===== config.mk =====
export PLATFORM = sky130hd
export DESIGN_NAME = id_stage
export DESIGN_NICKNAME = d
export VERILOG_FILES = /design/src/verilog/drac_decode_pkg.sv /design/src/verilog/rv_imm_gen.sv /design/src/verilog/rv_opcode_decode.sv /design/src/verilog/rv_jal_xcpt.sv /design/src/verilog/id_stage.sv
export SDC_FILE = /design/constraint.sdc
export NUM_CORES = 1
export LEC_CHECK = 0
export BUFFER_PORTS_ARGS = -buffer_cell sky130_fd_sc_hd__buf_2
export CAP_MARGIN = 10
export CORE_MARGIN = 2
export CORE_UTILIZATION = 48
export DETAILED_ROUTE_END_ITERATION = 8
export GPL_ROUTABILITY_DRIVEN = 0
export GPL_TIMING_DRIVEN = 0
export PLACE_DENSITY = 0.78
export SLEW_MARGIN = 20
export SYNTH_ARGS = -nofsm -noshare
export SYNTH_HDL_FRONTEND = slang
export SYNTH_HIERARCHICAL = 1
export SYNTH_SLANG_ARGS = --single-unit

===== constraint.sdc =====
create_clock -name clk_i -period 5 [get_ports clk_i]
set_input_delay 0.75 -clock clk_i [delete_from_list [all_inputs] [get_ports clk_i]]
set_output_delay 0.75 -clock clk_i [all_outputs]
set_load 0.005 [all_outputs]

===== src/verilog/drac_decode_pkg.sv =====
package drac_decode_pkg;

    localparam int XLEN = 64;

    typedef logic [XLEN-1:0] bus64_t;
    typedef logic [4:0]      reg_addr_t;

    // major opcodes kept by this stage
    localparam logic [6:0] OP_LUI    = 7'b0110111;
    localparam logic [6:0] OP_AUIPC  = 7'b0010111;
    localparam logic [6:0] OP_JAL    = 7'b1101111;
    localparam logic [6:0] OP_JALR   = 7'b1100111;
    localparam logic [6:0] OP_BRANCH = 7'b1100011;
    localparam logic [6:0] OP_LOAD   = 7'b0000011;
    localparam logic [6:0] OP_STORE  = 7'b0100011;
    localparam logic [6:0] OP_ALU_I  = 7'b0010011;
    localparam logic [6:0] OP_ALU    = 7'b0110011;

    localparam logic [2:0] F3_BEQ  = 3'b000;
    localparam logic [2:0] F3_BNE  = 3'b001;
    localparam logic [2:0] F3_BLT  = 3'b100;
    localparam logic [2:0] F3_BGE  = 3'b101;
    localparam logic [2:0] F3_BLTU = 3'b110;
    localparam logic [2:0] F3_BGEU = 3'b111;

    localparam logic [2:0] F3_LB  = 3'b000;
    localparam logic [2:0] F3_LH  = 3'b001;
    localparam logic [2:0] F3_LW  = 3'b010;
    localparam logic [2:0] F3_LD  = 3'b011;
    localparam logic [2:0] F3_LBU = 3'b100;
    localparam logic [2:0] F3_LHU = 3'b101;
    localparam logic [2:0] F3_LWU = 3'b110;

    localparam logic [2:0] F3_SB = 3'b000;
    localparam logic [2:0] F3_SH = 3'b001;
    localparam logic [2:0] F3_SW = 3'b010;
    localparam logic [2:0] F3_SD = 3'b011;

    // shared by OP and OP-IMM
    localparam logic [2:0] F3_ADD_SUB = 3'b000;
    localparam logic [2:0] F3_SLL     = 3'b001;
    localparam logic [2:0] F3_SLT     = 3'b010;
    localparam logic [2:0] F3_SLTU    = 3'b011;
    localparam logic [2:0] F3_XOR     = 3'b100;
    localparam logic [2:0] F3_SRL_SRA = 3'b101;
    localparam logic [2:0] F3_OR      = 3'b110;
    localparam logic [2:0] F3_AND     = 3'b111;

    localparam logic [6:0] F7_NORMAL       = 7'b0000000;
    localparam logic [6:0] F7_SRAI_SUB_SRA = 7'b0100000;

    typedef enum logic [5:0] {
        ADD, SUB, SLL, SLT, SLTU, XOR, SRL, SRA, OR, AND,
        JAL, JALR,
        BEQ, BNE, BLT, BGE, BLTU, BGEU,
        LB, LH, LW, LD, LBU, LHU, LWU,
        SB, SH, SW, SD
    } instr_type_e;

    typedef enum logic [1:0] {
        UNIT_ALU,
        UNIT_BRANCH,
        UNIT_MEM
    } unit_e;

    typedef enum logic [3:0] {
        INSTR_ADDR_MISALIGNED = 4'd0,
        ILLEGAL_INSTR         = 4'd2,
        NONE                  = 4'd15
    } xcpt_cause_e;

    // one instruction word, read through each encoding format
    typedef union packed {
        struct packed {
            logic [6:0] func7;
            reg_addr_t  rs2;
            reg_addr_t  rs1;
            logic [2:0] func3;
            reg_addr_t  rd;
            logic [6:0] opcode;
        } common;
        struct packed {
            logic [6:0] func7;
            reg_addr_t  rs2;
            reg_addr_t  rs1;
            logic [2:0] func3;
            reg_addr_t  rd;
            logic [6:0] opcode;
        } rtype;
        struct packed {
            logic [11:0] imm;
            reg_addr_t   rs1;
            logic [2:0]  func3;
            reg_addr_t   rd;
            logic [6:0]  opcode;
        } itype;
        struct packed {
            logic [6:0] imm11_5;
            reg_addr_t  rs2;
            reg_addr_t  rs1;
            logic [2:0] func3;
            logic [4:0] imm4_0;
            logic [6:0] opcode;
        } stype;
        struct packed {
            logic       imm12;
            logic [5:0] imm10_5;
            reg_addr_t  rs2;
            reg_addr_t  rs1;
            logic [2:0] func3;
            logic [3:0] imm4_1;
            logic       imm11;
            logic [6:0] opcode;
        } btype;
        struct packed {
            logic [19:0] imm;
            reg_addr_t   rd;
            logic [6:0]  opcode;
        } utype;
        struct packed {
            logic       imm20;
            logic [9:0] imm10_1;
            logic       imm11;
            logic [7:0] imm19_12;
            reg_addr_t  rd;
            logic [6:0] opcode;
        } jtype;
    } instr_u;

    typedef struct packed {
        logic        valid;
        xcpt_cause_e cause;
        bus64_t      origin;
    } exception_t;

    typedef struct packed {
        logic       valid;
        bus64_t     pc_inst;
        instr_u     inst;
        exception_t ex;
    } if_id_t;

    typedef struct packed {
        logic        regfile_we;
        logic        change_pc_ena;
        logic        use_imm;
        logic        use_pc;
        logic        zero_rs1;      // LUI reads x0
        instr_type_e instr_type;
        unit_e       unit;
        logic [2:0]  mem_size;
    } ctrl_t;

    typedef struct packed {
        logic       valid;
        bus64_t     pc;
        reg_addr_t  rs1;
        reg_addr_t  rs2;
        reg_addr_t  rd;
        ctrl_t      ctrl;
        bus64_t     result;         // immediate
        exception_t ex;
    } id_entry_t;

    typedef struct packed {
        logic   valid;
        bus64_t jump_addr;
    } jal_redirect_t;

endpackage


===== src/verilog/rv_imm_gen.sv =====
`timescale 1ns/100ps

module rv_imm_gen import drac_decode_pkg::*; (
    input  instr_u inst_i,
    output bus64_t imm_o
);

    always_comb begin
        case (inst_i.common.opcode)
            OP_LUI, OP_AUIPC: begin
                // upper 20 bits, low 12 cleared
                imm_o = {{(XLEN-32){inst_i.utype.imm[19]}}, inst_i.utype.imm, 12'b0};
            end
            OP_JAL: begin
                imm_o = {{(XLEN-21){inst_i.jtype.imm20}}, inst_i.jtype.imm20,
                         inst_i.jtype.imm19_12, inst_i.jtype.imm11,
                         inst_i.jtype.imm10_1, 1'b0};
            end
            OP_BRANCH: begin
                imm_o = {{(XLEN-13){inst_i.btype.imm12}}, inst_i.btype.imm12,
                         inst_i.btype.imm11, inst_i.btype.imm10_5,
                         inst_i.btype.imm4_1, 1'b0};
            end
            OP_STORE: begin
                imm_o = {{(XLEN-12){inst_i.stype.imm11_5[6]}}, inst_i.stype.imm11_5,
                         inst_i.stype.imm4_0};
            end
            default: begin // I format, also harmless for R type
                imm_o = {{(XLEN-12){inst_i.itype.imm[11]}}, inst_i.itype.imm};
            end
        endcase
    end

endmodule


===== src/verilog/rv_opcode_decode.sv =====
`timescale 1ns/100ps

module rv_opcode_decode import drac_decode_pkg::*; (
    input  instr_u inst_i,
    input  logic   xcpt_in_i,
    input  logic   valid_i,
    output ctrl_t  ctrl_o,
    output logic   illegal_o
);

    always_comb begin
        ctrl_o.regfile_we    = 1'b0;
        ctrl_o.change_pc_ena = 1'b0;
        ctrl_o.use_imm       = 1'b0;
        ctrl_o.use_pc        = 1'b0;
        ctrl_o.zero_rs1      = 1'b0;
        ctrl_o.instr_type    = ADD;
        ctrl_o.unit          = UNIT_ALU;
        ctrl_o.mem_size      = inst_i.common.func3;   // size comes straight from funct3
        illegal_o            = 1'b0;

        if (valid_i && !xcpt_in_i) begin
            case (inst_i.common.opcode)
                OP_LUI: begin
                    ctrl_o.regfile_we = 1'b1;
                    ctrl_o.use_imm    = 1'b1;
                    ctrl_o.zero_rs1   = 1'b1;     // x0 | imm
                    ctrl_o.instr_type = OR;
                end
                OP_AUIPC: begin
                    ctrl_o.regfile_we = 1'b1;
                    ctrl_o.use_imm    = 1'b1;
                    ctrl_o.use_pc     = 1'b1;
                end
                OP_JAL: begin
                    // pc change happens here in decode, not later
                    ctrl_o.regfile_we = 1'b1;
                    ctrl_o.use_imm    = 1'b1;
                    ctrl_o.use_pc     = 1'b1;
                    ctrl_o.instr_type = JAL;
                    ctrl_o.unit       = UNIT_BRANCH;
                end
                OP_JALR: begin
                    ctrl_o.regfile_we    = 1'b1;
                    ctrl_o.change_pc_ena = 1'b1;
                    ctrl_o.use_imm       = 1'b1;
                    ctrl_o.use_pc        = 1'b1;
                    ctrl_o.instr_type    = JALR;
                    ctrl_o.unit          = UNIT_BRANCH;
                    illegal_o            = (inst_i.itype.func3 != 3'b000);
                end
                OP_BRANCH: begin
                    ctrl_o.change_pc_ena = 1'b1;
                    ctrl_o.use_imm       = 1'b1;
                    ctrl_o.use_pc        = 1'b1;
                    ctrl_o.unit          = UNIT_BRANCH;
                    case (inst_i.btype.func3)
                        F3_BEQ:  ctrl_o.instr_type = BEQ;
                        F3_BNE:  ctrl_o.instr_type = BNE;
                        F3_BLT:  ctrl_o.instr_type = BLT;
                        F3_BGE:  ctrl_o.instr_type = BGE;
                        F3_BLTU: ctrl_o.instr_type = BLTU;
                        F3_BGEU: ctrl_o.instr_type = BGEU;
                        default: illegal_o = 1'b1;
                    endcase
                end
                OP_LOAD: begin
                    ctrl_o.regfile_we = 1'b1;
                    ctrl_o.use_imm    = 1'b1;
                    ctrl_o.unit       = UNIT_MEM;
                    case (inst_i.itype.func3)
                        F3_LB:   ctrl_o.instr_type = LB;
                        F3_LH:   ctrl_o.instr_type = LH;
                        F3_LW:   ctrl_o.instr_type = LW;
                        F3_LD:   ctrl_o.instr_type = LD;
                        F3_LBU:  ctrl_o.instr_type = LBU;
                        F3_LHU:  ctrl_o.instr_type = LHU;
                        F3_LWU:  ctrl_o.instr_type = LWU;
                        default: illegal_o = 1'b1;
                    endcase
                end
                OP_STORE: begin
                    ctrl_o.use_imm = 1'b1;
                    ctrl_o.unit    = UNIT_MEM;
                    case (inst_i.stype.func3)
                        F3_SB:   ctrl_o.instr_type = SB;
                        F3_SH:   ctrl_o.instr_type = SH;
                        F3_SW:   ctrl_o.instr_type = SW;
                        F3_SD:   ctrl_o.instr_type = SD;
                        default: illegal_o = 1'b1;
                    endcase
                end
                OP_ALU_I: begin
                    ctrl_o.regfile_we = 1'b1;
                    ctrl_o.use_imm    = 1'b1;
                    // every funct3 is defined here
                    case (inst_i.itype.func3)
                        F3_ADD_SUB: ctrl_o.instr_type = ADD;
                        F3_SLT:     ctrl_o.instr_type = SLT;
                        F3_SLTU:    ctrl_o.instr_type = SLTU;
                        F3_XOR:     ctrl_o.instr_type = XOR;
                        F3_OR:      ctrl_o.instr_type = OR;
                        F3_AND:     ctrl_o.instr_type = AND;
                        F3_SLL: begin
                            ctrl_o.instr_type = SLL;
                            // shamt is 6 bits on RV64, so only func7[6:1] is checked
                            illegal_o = (inst_i.rtype.func7[6:1] != F7_NORMAL[6:1]);
                        end
                        F3_SRL_SRA: begin
                            if (inst_i.rtype.func7[6:1] == F7_SRAI_SUB_SRA[6:1]) begin
                                ctrl_o.instr_type = SRA;
                            end else if (inst_i.rtype.func7[6:1] == F7_NORMAL[6:1]) begin
                                ctrl_o.instr_type = SRL;
                            end else begin
                                illegal_o = 1'b1;
                            end
                        end
                    endcase
                end
                OP_ALU: begin
                    ctrl_o.regfile_we = 1'b1;
                    case ({inst_i.rtype.func7, inst_i.rtype.func3})
                        {F7_NORMAL, F3_ADD_SUB}:       ctrl_o.instr_type = ADD;
                        {F7_SRAI_SUB_SRA, F3_ADD_SUB}: ctrl_o.instr_type = SUB;
                        {F7_NORMAL, F3_SLL}:           ctrl_o.instr_type = SLL;
                        {F7_NORMAL, F3_SLT}:           ctrl_o.instr_type = SLT;
                        {F7_NORMAL, F3_SLTU}:          ctrl_o.instr_type = SLTU;
                        {F7_NORMAL, F3_XOR}:           ctrl_o.instr_type = XOR;
                        {F7_NORMAL, F3_SRL_SRA}:       ctrl_o.instr_type = SRL;
                        {F7_SRAI_SUB_SRA, F3_SRL_SRA}: ctrl_o.instr_type = SRA;
                        {F7_NORMAL, F3_OR}:            ctrl_o.instr_type = OR;
                        {F7_NORMAL, F3_AND}:           ctrl_o.instr_type = AND;
                        default:                       illegal_o = 1'b1;
                    endcase
                end
                default: begin
                    illegal_o = 1'b1;     // fence, system, amo, *W forms...
                end
            endcase
        end
    end

endmodule


===== src/verilog/rv_jal_xcpt.sv =====
`timescale 1ns/100ps

module rv_jal_xcpt import drac_decode_pkg::*; (
    input  bus64_t        pc_i,
    input  bus64_t        imm_i,
    input  logic          is_jal_i,
    input  logic          illegal_i,
    input  exception_t    ex_i,
    output jal_redirect_t redirect_o,
    output exception_t    ex_o
);

    bus64_t target;
    logic   misaligned;

    assign target     = pc_i + imm_i;
    assign misaligned = is_jal_i & (|imm_i[1:0]);  // pc itself is assumed aligned

    assign redirect_o.valid     = is_jal_i & ~misaligned & ~ex_i.valid;
    assign redirect_o.jump_addr = is_jal_i ? target : '0;

    // fetch exception wins, then misaligned jump, then illegal
    always_comb begin
        if (ex_i.valid) begin
            ex_o = ex_i;
        end else if (misaligned) begin
            ex_o.valid  = 1'b1;
            ex_o.cause  = INSTR_ADDR_MISALIGNED;
            ex_o.origin = target;           // faulting target as hint
        end else if (illegal_i) begin
            ex_o.valid  = 1'b1;
            ex_o.cause  = ILLEGAL_INSTR;
            ex_o.origin = '0;
        end else begin
            ex_o.valid  = 1'b0;
            ex_o.cause  = NONE;
            ex_o.origin = '0;
        end
    end

endmodule


===== src/verilog/id_stage.sv =====
`timescale 1ns/100ps

module id_stage import drac_decode_pkg::*; (
    input  logic          clk_i,
    input  logic          rst_n_i,
    input  if_id_t        decode_i,
    output logic          ready_o,
    output id_entry_t     decode_instr_o,
    input  logic          ready_i,
    output jal_redirect_t jal_redirect_o
);

    bus64_t    imm;
    ctrl_t     ctrl;
    logic      illegal;
    logic      accept;
    logic      is_jal;
    id_entry_t entry_d;
    id_entry_t entry_q;

    assign ready_o = ~entry_q.valid | ready_i;    // empty, or the held entry leaves now
    assign accept  = decode_i.valid & ready_o;
    assign is_jal  = accept & (ctrl.instr_type == JAL);

    rv_imm_gen imm_gen_i (
        .inst_i (decode_i.inst),
        .imm_o  (imm)
    );

    rv_opcode_decode opcode_decode_i (
        .inst_i    (decode_i.inst),
        .xcpt_in_i (decode_i.ex.valid),
        .valid_i   (decode_i.valid),
        .ctrl_o    (ctrl),
        .illegal_o (illegal)
    );

    rv_jal_xcpt jal_xcpt_i (
        .pc_i       (decode_i.pc_inst),
        .imm_i      (imm),
        .is_jal_i   (is_jal),
        .illegal_i  (illegal),
        .ex_i       (decode_i.ex),
        .redirect_o (jal_redirect_o),
        .ex_o       (entry_d.ex)
    );

    assign entry_d.valid  = decode_i.valid;
    assign entry_d.pc     = decode_i.pc_inst;
    assign entry_d.rs1    = ctrl.zero_rs1 ? '0 : decode_i.inst.common.rs1;
    assign entry_d.rs2    = decode_i.inst.common.rs2;
    assign entry_d.rd     = decode_i.inst.common.rd;
    assign entry_d.ctrl   = ctrl;
    assign entry_d.result = imm;

    always_ff @(posedge clk_i, negedge rst_n_i) begin
        if (!rst_n_i) begin
            entry_q <= '0;
        end else if (accept) begin
            entry_q <= entry_d;
        end else if (ready_i) begin
            entry_q.valid <= 1'b0;    // drained, nothing new
        end
    end

    assign decode_instr_o = entry_q;

endmodule


Word-level counts from Yosys, hierarchy flattened --
Index checks and enable logic that the tools add are counted.
Storage, ports and cells: logic and storage cells 107, input port bits 169, flip-flop bits (word level) 197
Operators by class: reduce and logical (&&, ||, !) cells 21, mux-type cells 32, bitwise operators 9, add/sub/neg operators 1, equal/unequal tests 27
Operator list (number):
- 69-bit two-way mux | 3
- 31-bit case mux with 4 select lines | 1
- 6-bit case mux with 8 select lines | 2
- 64-bit adder | 1
- 64-bit two-way mux | 1
- 10-bit by 3-bit == test with 1-bit output (second input constant) | 4
- 4-bit case mux with 9 select lines | 1
- 5-bit case mux with 7 select lines | 1
- 5-bit case mux with 6 select lines | 1
- 7-bit by 6-bit == test with 1-bit output (second input constant) | 3
- 7-bit == test (second input constant) | 3
- 10-bit by 2-bit == test with 1-bit output (second input constant) | 2
- 10-bit by 9-bit == test with 1-bit output (second input constant) | 2
- 5-bit case mux with 4 select lines | 1
- 7-bit by 5-bit == test with 1-bit output (second input constant) | 2
- 1-bit two-way mux | 14
- 7-bit OR reduction | 2
- 13-bit two-way mux | 1
- 3-bit == test (second input constant) | 4
- 10-bit by 1-bit == test with 1-bit output (second input constant) | 1
- 10-bit zero test | 1
- 10-bit OR reduction | 1
- 2-bit OR reduction | 4
- 4-bit OR reduction | 2
- 24 further kinds | 32

Logic depth before layout (Yosys ltp) --
depth in word-level cells 12, gate-level depth with buffers 19, gate-level depth less buffers 18

Cells and area by module --
Netlist, hierarchy kept.
Modules (own cells, without submodules):
- id_stage | times used 1, area each 8689.6 µm², sequential area each 5730.5 µm², cells each 492
- rv_jal_xcpt | times used 1, area each 5118.7 µm², sequential area each 0.0 µm², cells each 777
- rv_opcode_decode | times used 1, area each 802.0 µm², sequential area each 0.0 µm², cells each 131
- rv_imm_gen | times used 1, area each 653.1 µm², sequential area each 0.0 µm², cells each 96

Worst setup path after synthesis --
OpenSTA, ideal clock, no wires.
path type input port to output port, start point input port decode_i[72] (netlist name), end point output port jal_redirect_o[52] (netlist name), arrival 4394 ps, data required time 4250 ps, cell stages on the path 17, path slack -144 ps, buffers on the path 2, cell sequence buf_2 -> or4_1 -> clkbuf_1 -> o32ai_2 -> ha_1 -> inv_1 -> fa_1 -> nor2b_1 -> o2111ai_1 -> a21oi_1 -> a21oi_2 -> o21a_1 -> o31ai_4 -> a21oi_2 -> o31ai_1 -> xor2_1 -> and2_1
RTL lines:
- start, declared | RTL line id_stage.sv:6 | input if_id_t decode_i,
- end, declared | RTL line id_stage.sv:10 | output jal_redirect_t jal_redirect_o

==> key figures <==
Power
  • Maximum vdd drop: 0.000250 V
  • Power density over the cells: 297 mW/mm²
  • LEAKAGE: 0.0101 µW
  • Clock network power share: 32.4%
  • Flop pwr share: 35.8%
  • Combinational power share: 31.9%
  • Internal power: 4260 µW
  • Sw Ratio: 31.8%
  • Psw: 1990 µW

GRT
  • Initial antenna violation count: 6
  • Vias in the first global route: 14.6k
  • First-pass GRT wire length: 83400 µm
  • GRT Util Overall: 32.3%
  • Pin count of the biggest net entering global routing: 98
  • Remaining global-route overflow: 0

Logic synthesis
  • Syn_nets: 1729
  • Main synth FF type: dfrtp_1
  • Asr flop ratio synth: 100%
  • Seq cells post-synth: 229
  • Dominant cells by area after synthesis: dfrtp_1 38%, mux2_2 17%, ha_1 5.2%, a21oi_1 3.3%, a22o_1 3.2%
  • Yosys top cell by area: dfrtp_1
  • Share of the synthesized area in the top cell type: 37.5%
  • Register area share after synthesis: 37.5%
  • Avg Inst Size Synth: 10.2 µm²
  • Mapped Area: 0.0153 mm²
  • Post-synth EDFFs: 0
  • Synthesis Warnings: 6
  • Gate Count Post-Synth: 1496
  • Synth unique cells: 89

Cells and area
  • Final #Nets: 2307
  • Number of flip-flops in the largest register: 229
  • Share of layout cells above drive strength 1: 51.2%
  • Area Growth Syn to Fin: 37.6%
  • Final core utilization: 66.7%

STA
  • Fmax: 0.180 GHz
  • Worst Skew: 22.5 ps
  • Fin crit share: 111%
  • Min Clock Period, post-route: 5550 ps
  • RSZ-0062 raised after global routing: true
  • Rel. slew slack: 28.6%
  • Final setup fails: 38
  • Final worst slack: -548 ps
  • Total negative slack: -13090 ps
  • Tightest Pin Transition: 1060 ps
  • Final Hold Fails: 0
  • Max-slew violations: 0

Job
  • Max-cap violations: 0

Clocking
  • Clk_lat worst skew: 550 ps
  • CTS tree: built
  • Htree depth: 1
  • Clock root cell: clkbuf_16
  • Total CTS buffers: 26
  • Hold buffers post-CTS: 0
  • Clk pin slew, worst setup/hold paths: 60 ps
  • Number of clock sinks: 229
  • Clk buf depth: 3

Detailed routing
  • Vias after detailed routing: 14.8k
  • Routed Antenna Nets: 0
  • WL final: 57000 µm
  • Starting DRC count in detailed routing: 1405
  • Number of vias per cell: 5.93
  • Pre-antenna DRT Iters: 7
  • Drt wl/cell: 22.8 µm
  • Post-route DRC: 0

Worst setup path
  • Startpoint Class: input pin
  • Critical Path RT: 4250 ps
  • Crit Path Class: in -> out
  • Arrival time worst endpoint: 4800 ps
  • Kind of end point of the critical path: output port
  • Crit-path max FO: 6
  • Worst R2R Path Depth: 11

Floorplanning
  • Die height: 182 µm
  • Core area: 0.0315 mm²
  • Row count: 65
  • Io pins: 464
  • Die W: 182 µm
  • Initial core utilization: 48.5%
  • DIE AREA: 0.0332 mm²

Placed design
  • Detailed Place HPWL: 42000 µm
  • Port Buffers: 463

Run status
  • Failing checks: setup timing
  • Status: finished with violations

Min path
  • Hold Crit Class: in -> async
[layout by cell type, fill, tap and decap left out, types with 23 or more instances in the layout]
cell | Yosys | final
clkbuf_8 | 14 | 23
buf_2 | 12 | 462
and2_1 | 64 | 59
a22o_1 | 56 | 56
o21ai_0 | 58 | 42
clkbuf_1 | 48 | 40
nand4_1 | 26 | 26
mux2_2 | 229 | 229
buf_6 | 13 | 41
buf_4 | 37 | 100
a21o_1 | 63 | 61
clkbuf_16 | 0 | 27
dfrtp_1 | 229 | 229
ha_1 | 63 | 47
inv_1 | 32 | 31
a21oi_1 | 101 | 80
nor2_1 | 65 | 60
nand2_1 | 98 | 91
[cells in the mapped netlist, types with 12 or more instances]
cell / number
dfrtp_1: 229
mux2_2: 229
a21oi_1: 101
nand2_1: 98
nor2_1: 65
and2_1: 64
a21o_1: 63
ha_1: 63
o21ai_0: 58
a22o_1: 56
clkbuf_1: 48
buf_4: 37
xnor2_1: 35
inv_1: 32
nand4_1: 26
xor2_1: 26
nand3_1: 20
o21bai_1: 16
nor3_1: 15
clkbuf_8: 14
a31oi_1: 13
buf_6: 13
nand2b_1: 13
nor2b_1: 13
buf_2: 12
[what timing repair did]
| action | 4_1_cts | 5_1_grt |
|---|---|---|
| setup buffers | 56 | 31 |
| pin swaps | 78 | 73 |
| gates resized for setup | 180 | 85 |
| hold endpoints to repair | 0 | 0 |
| setup endpoints to repair | 91 | 63 |
| cloned | 1 | 0 |
[final cells by class]
cell class                 instances  area, µm²
buffer                           125        902
timing repair buffer             551       3170
tap                              402        503
clock inverter                     8        106
clock buffer                      37        793
inverter                          32        120
sequential                       229       5730
antenna                            4       10.0
multi-input combinational       1109       9670
fill                            2405      10500
[routing by layer]
| metal | track usage [%] | up-vias | part of all wire, % |
|---|---|---|---|
| met5 | 0 | - | 0.023 |
| li1 | - | 6558 | - |
| met2 | 54.5 | 854 | 47 |
| met1 | 41.2 | 7202 | 40 |
| met4 | 12.9 | 2 | 4.4 |
| met3 | 5.73 | 193 | 8.3 |
[critical path, cell delays in order]
cell and delay [ps]:
buf_12 110, buf_8 120, or4_4 530, o32ai_4 410, ha_4 220, inv_2 40, fa_2 380, nor2b_4 160
o2111ai_4 200, a21oi_2 210, a21oi_2 90, o21a_2 230, o31ai_4 200, buf_6 180, a21oi_4 100, o211ai_1 270
xor2_1 290, and2_1 180, buf_2 110
[power by group through the flow]
| stage | clock, µW | sequential [µW] | combinational [µW] |
|---|---|---|---|
| after floorplan | 0 | 2270 | 905 |
| after global placement | 0 | 2240 | 1590 |
| after detailed placement | 0 | 2260 | 1630 |
| after CTS | 2040 | 2230 | 1830 |
| after global routing | 2130 | 2260 | 2110 |
| final | 2020 | 2230 | 1990 |
[cells by family after synthesis]
| group | after synthesis | share of synthesized area (%) |
|---|---|---|
| AOI/OAI and AO/OA | 377 | 17.1 |
| and+or+nand+nor | 376 | 13.1 |
| muxes | 230 | 17.0 |
| DFF | 229 | 37.5 |
| buffers and inverters | 158 | 6.45 |
| adders and majority gates | 64 | 5.30 |
| xor gates and xnor gates | 61 | 3.50 |
| other | 1 | 0.0246 |
[stage by stage]
step / hold WS (ps) / std cells / power (µW) / cell area, µm² / setup slack [ps]
after floorplan: 454 / 1496 / 3180 / 15300 / 8.47
after global placement: 481 / 2361 / 3830 / 18100 / -2490
after detailed placement: 487 / 2364 / 3890 / 18200 / -1270
after CTS: 155 / 2466 / 6100 / 20400 / -578
after global routing: 173 / 2497 / 6500 / 21000 / -660
final: 146 / 2497 / 6240 / 21000 / -548
[final timing paths]
check	from	endpoint	slack, ps
worst max register to register	decode_instr_o[228]	decode_instr_o[54]	1520
min in group clk_i	decode_i[114]	decode_instr_o[177]	470
worst min-delay path	rst_n_i	decode_instr_o[95]	150
max in group asynchronous	rst_n_i	decode_instr_o[122]	3940
worst min register to register	decode_instr_o[220]	decode_instr_o[220]	500
worst max-delay path	decode_i[72]	jal_redirect_o[60]	-550
Note: power is estimated with default switching activity, not from simulation.
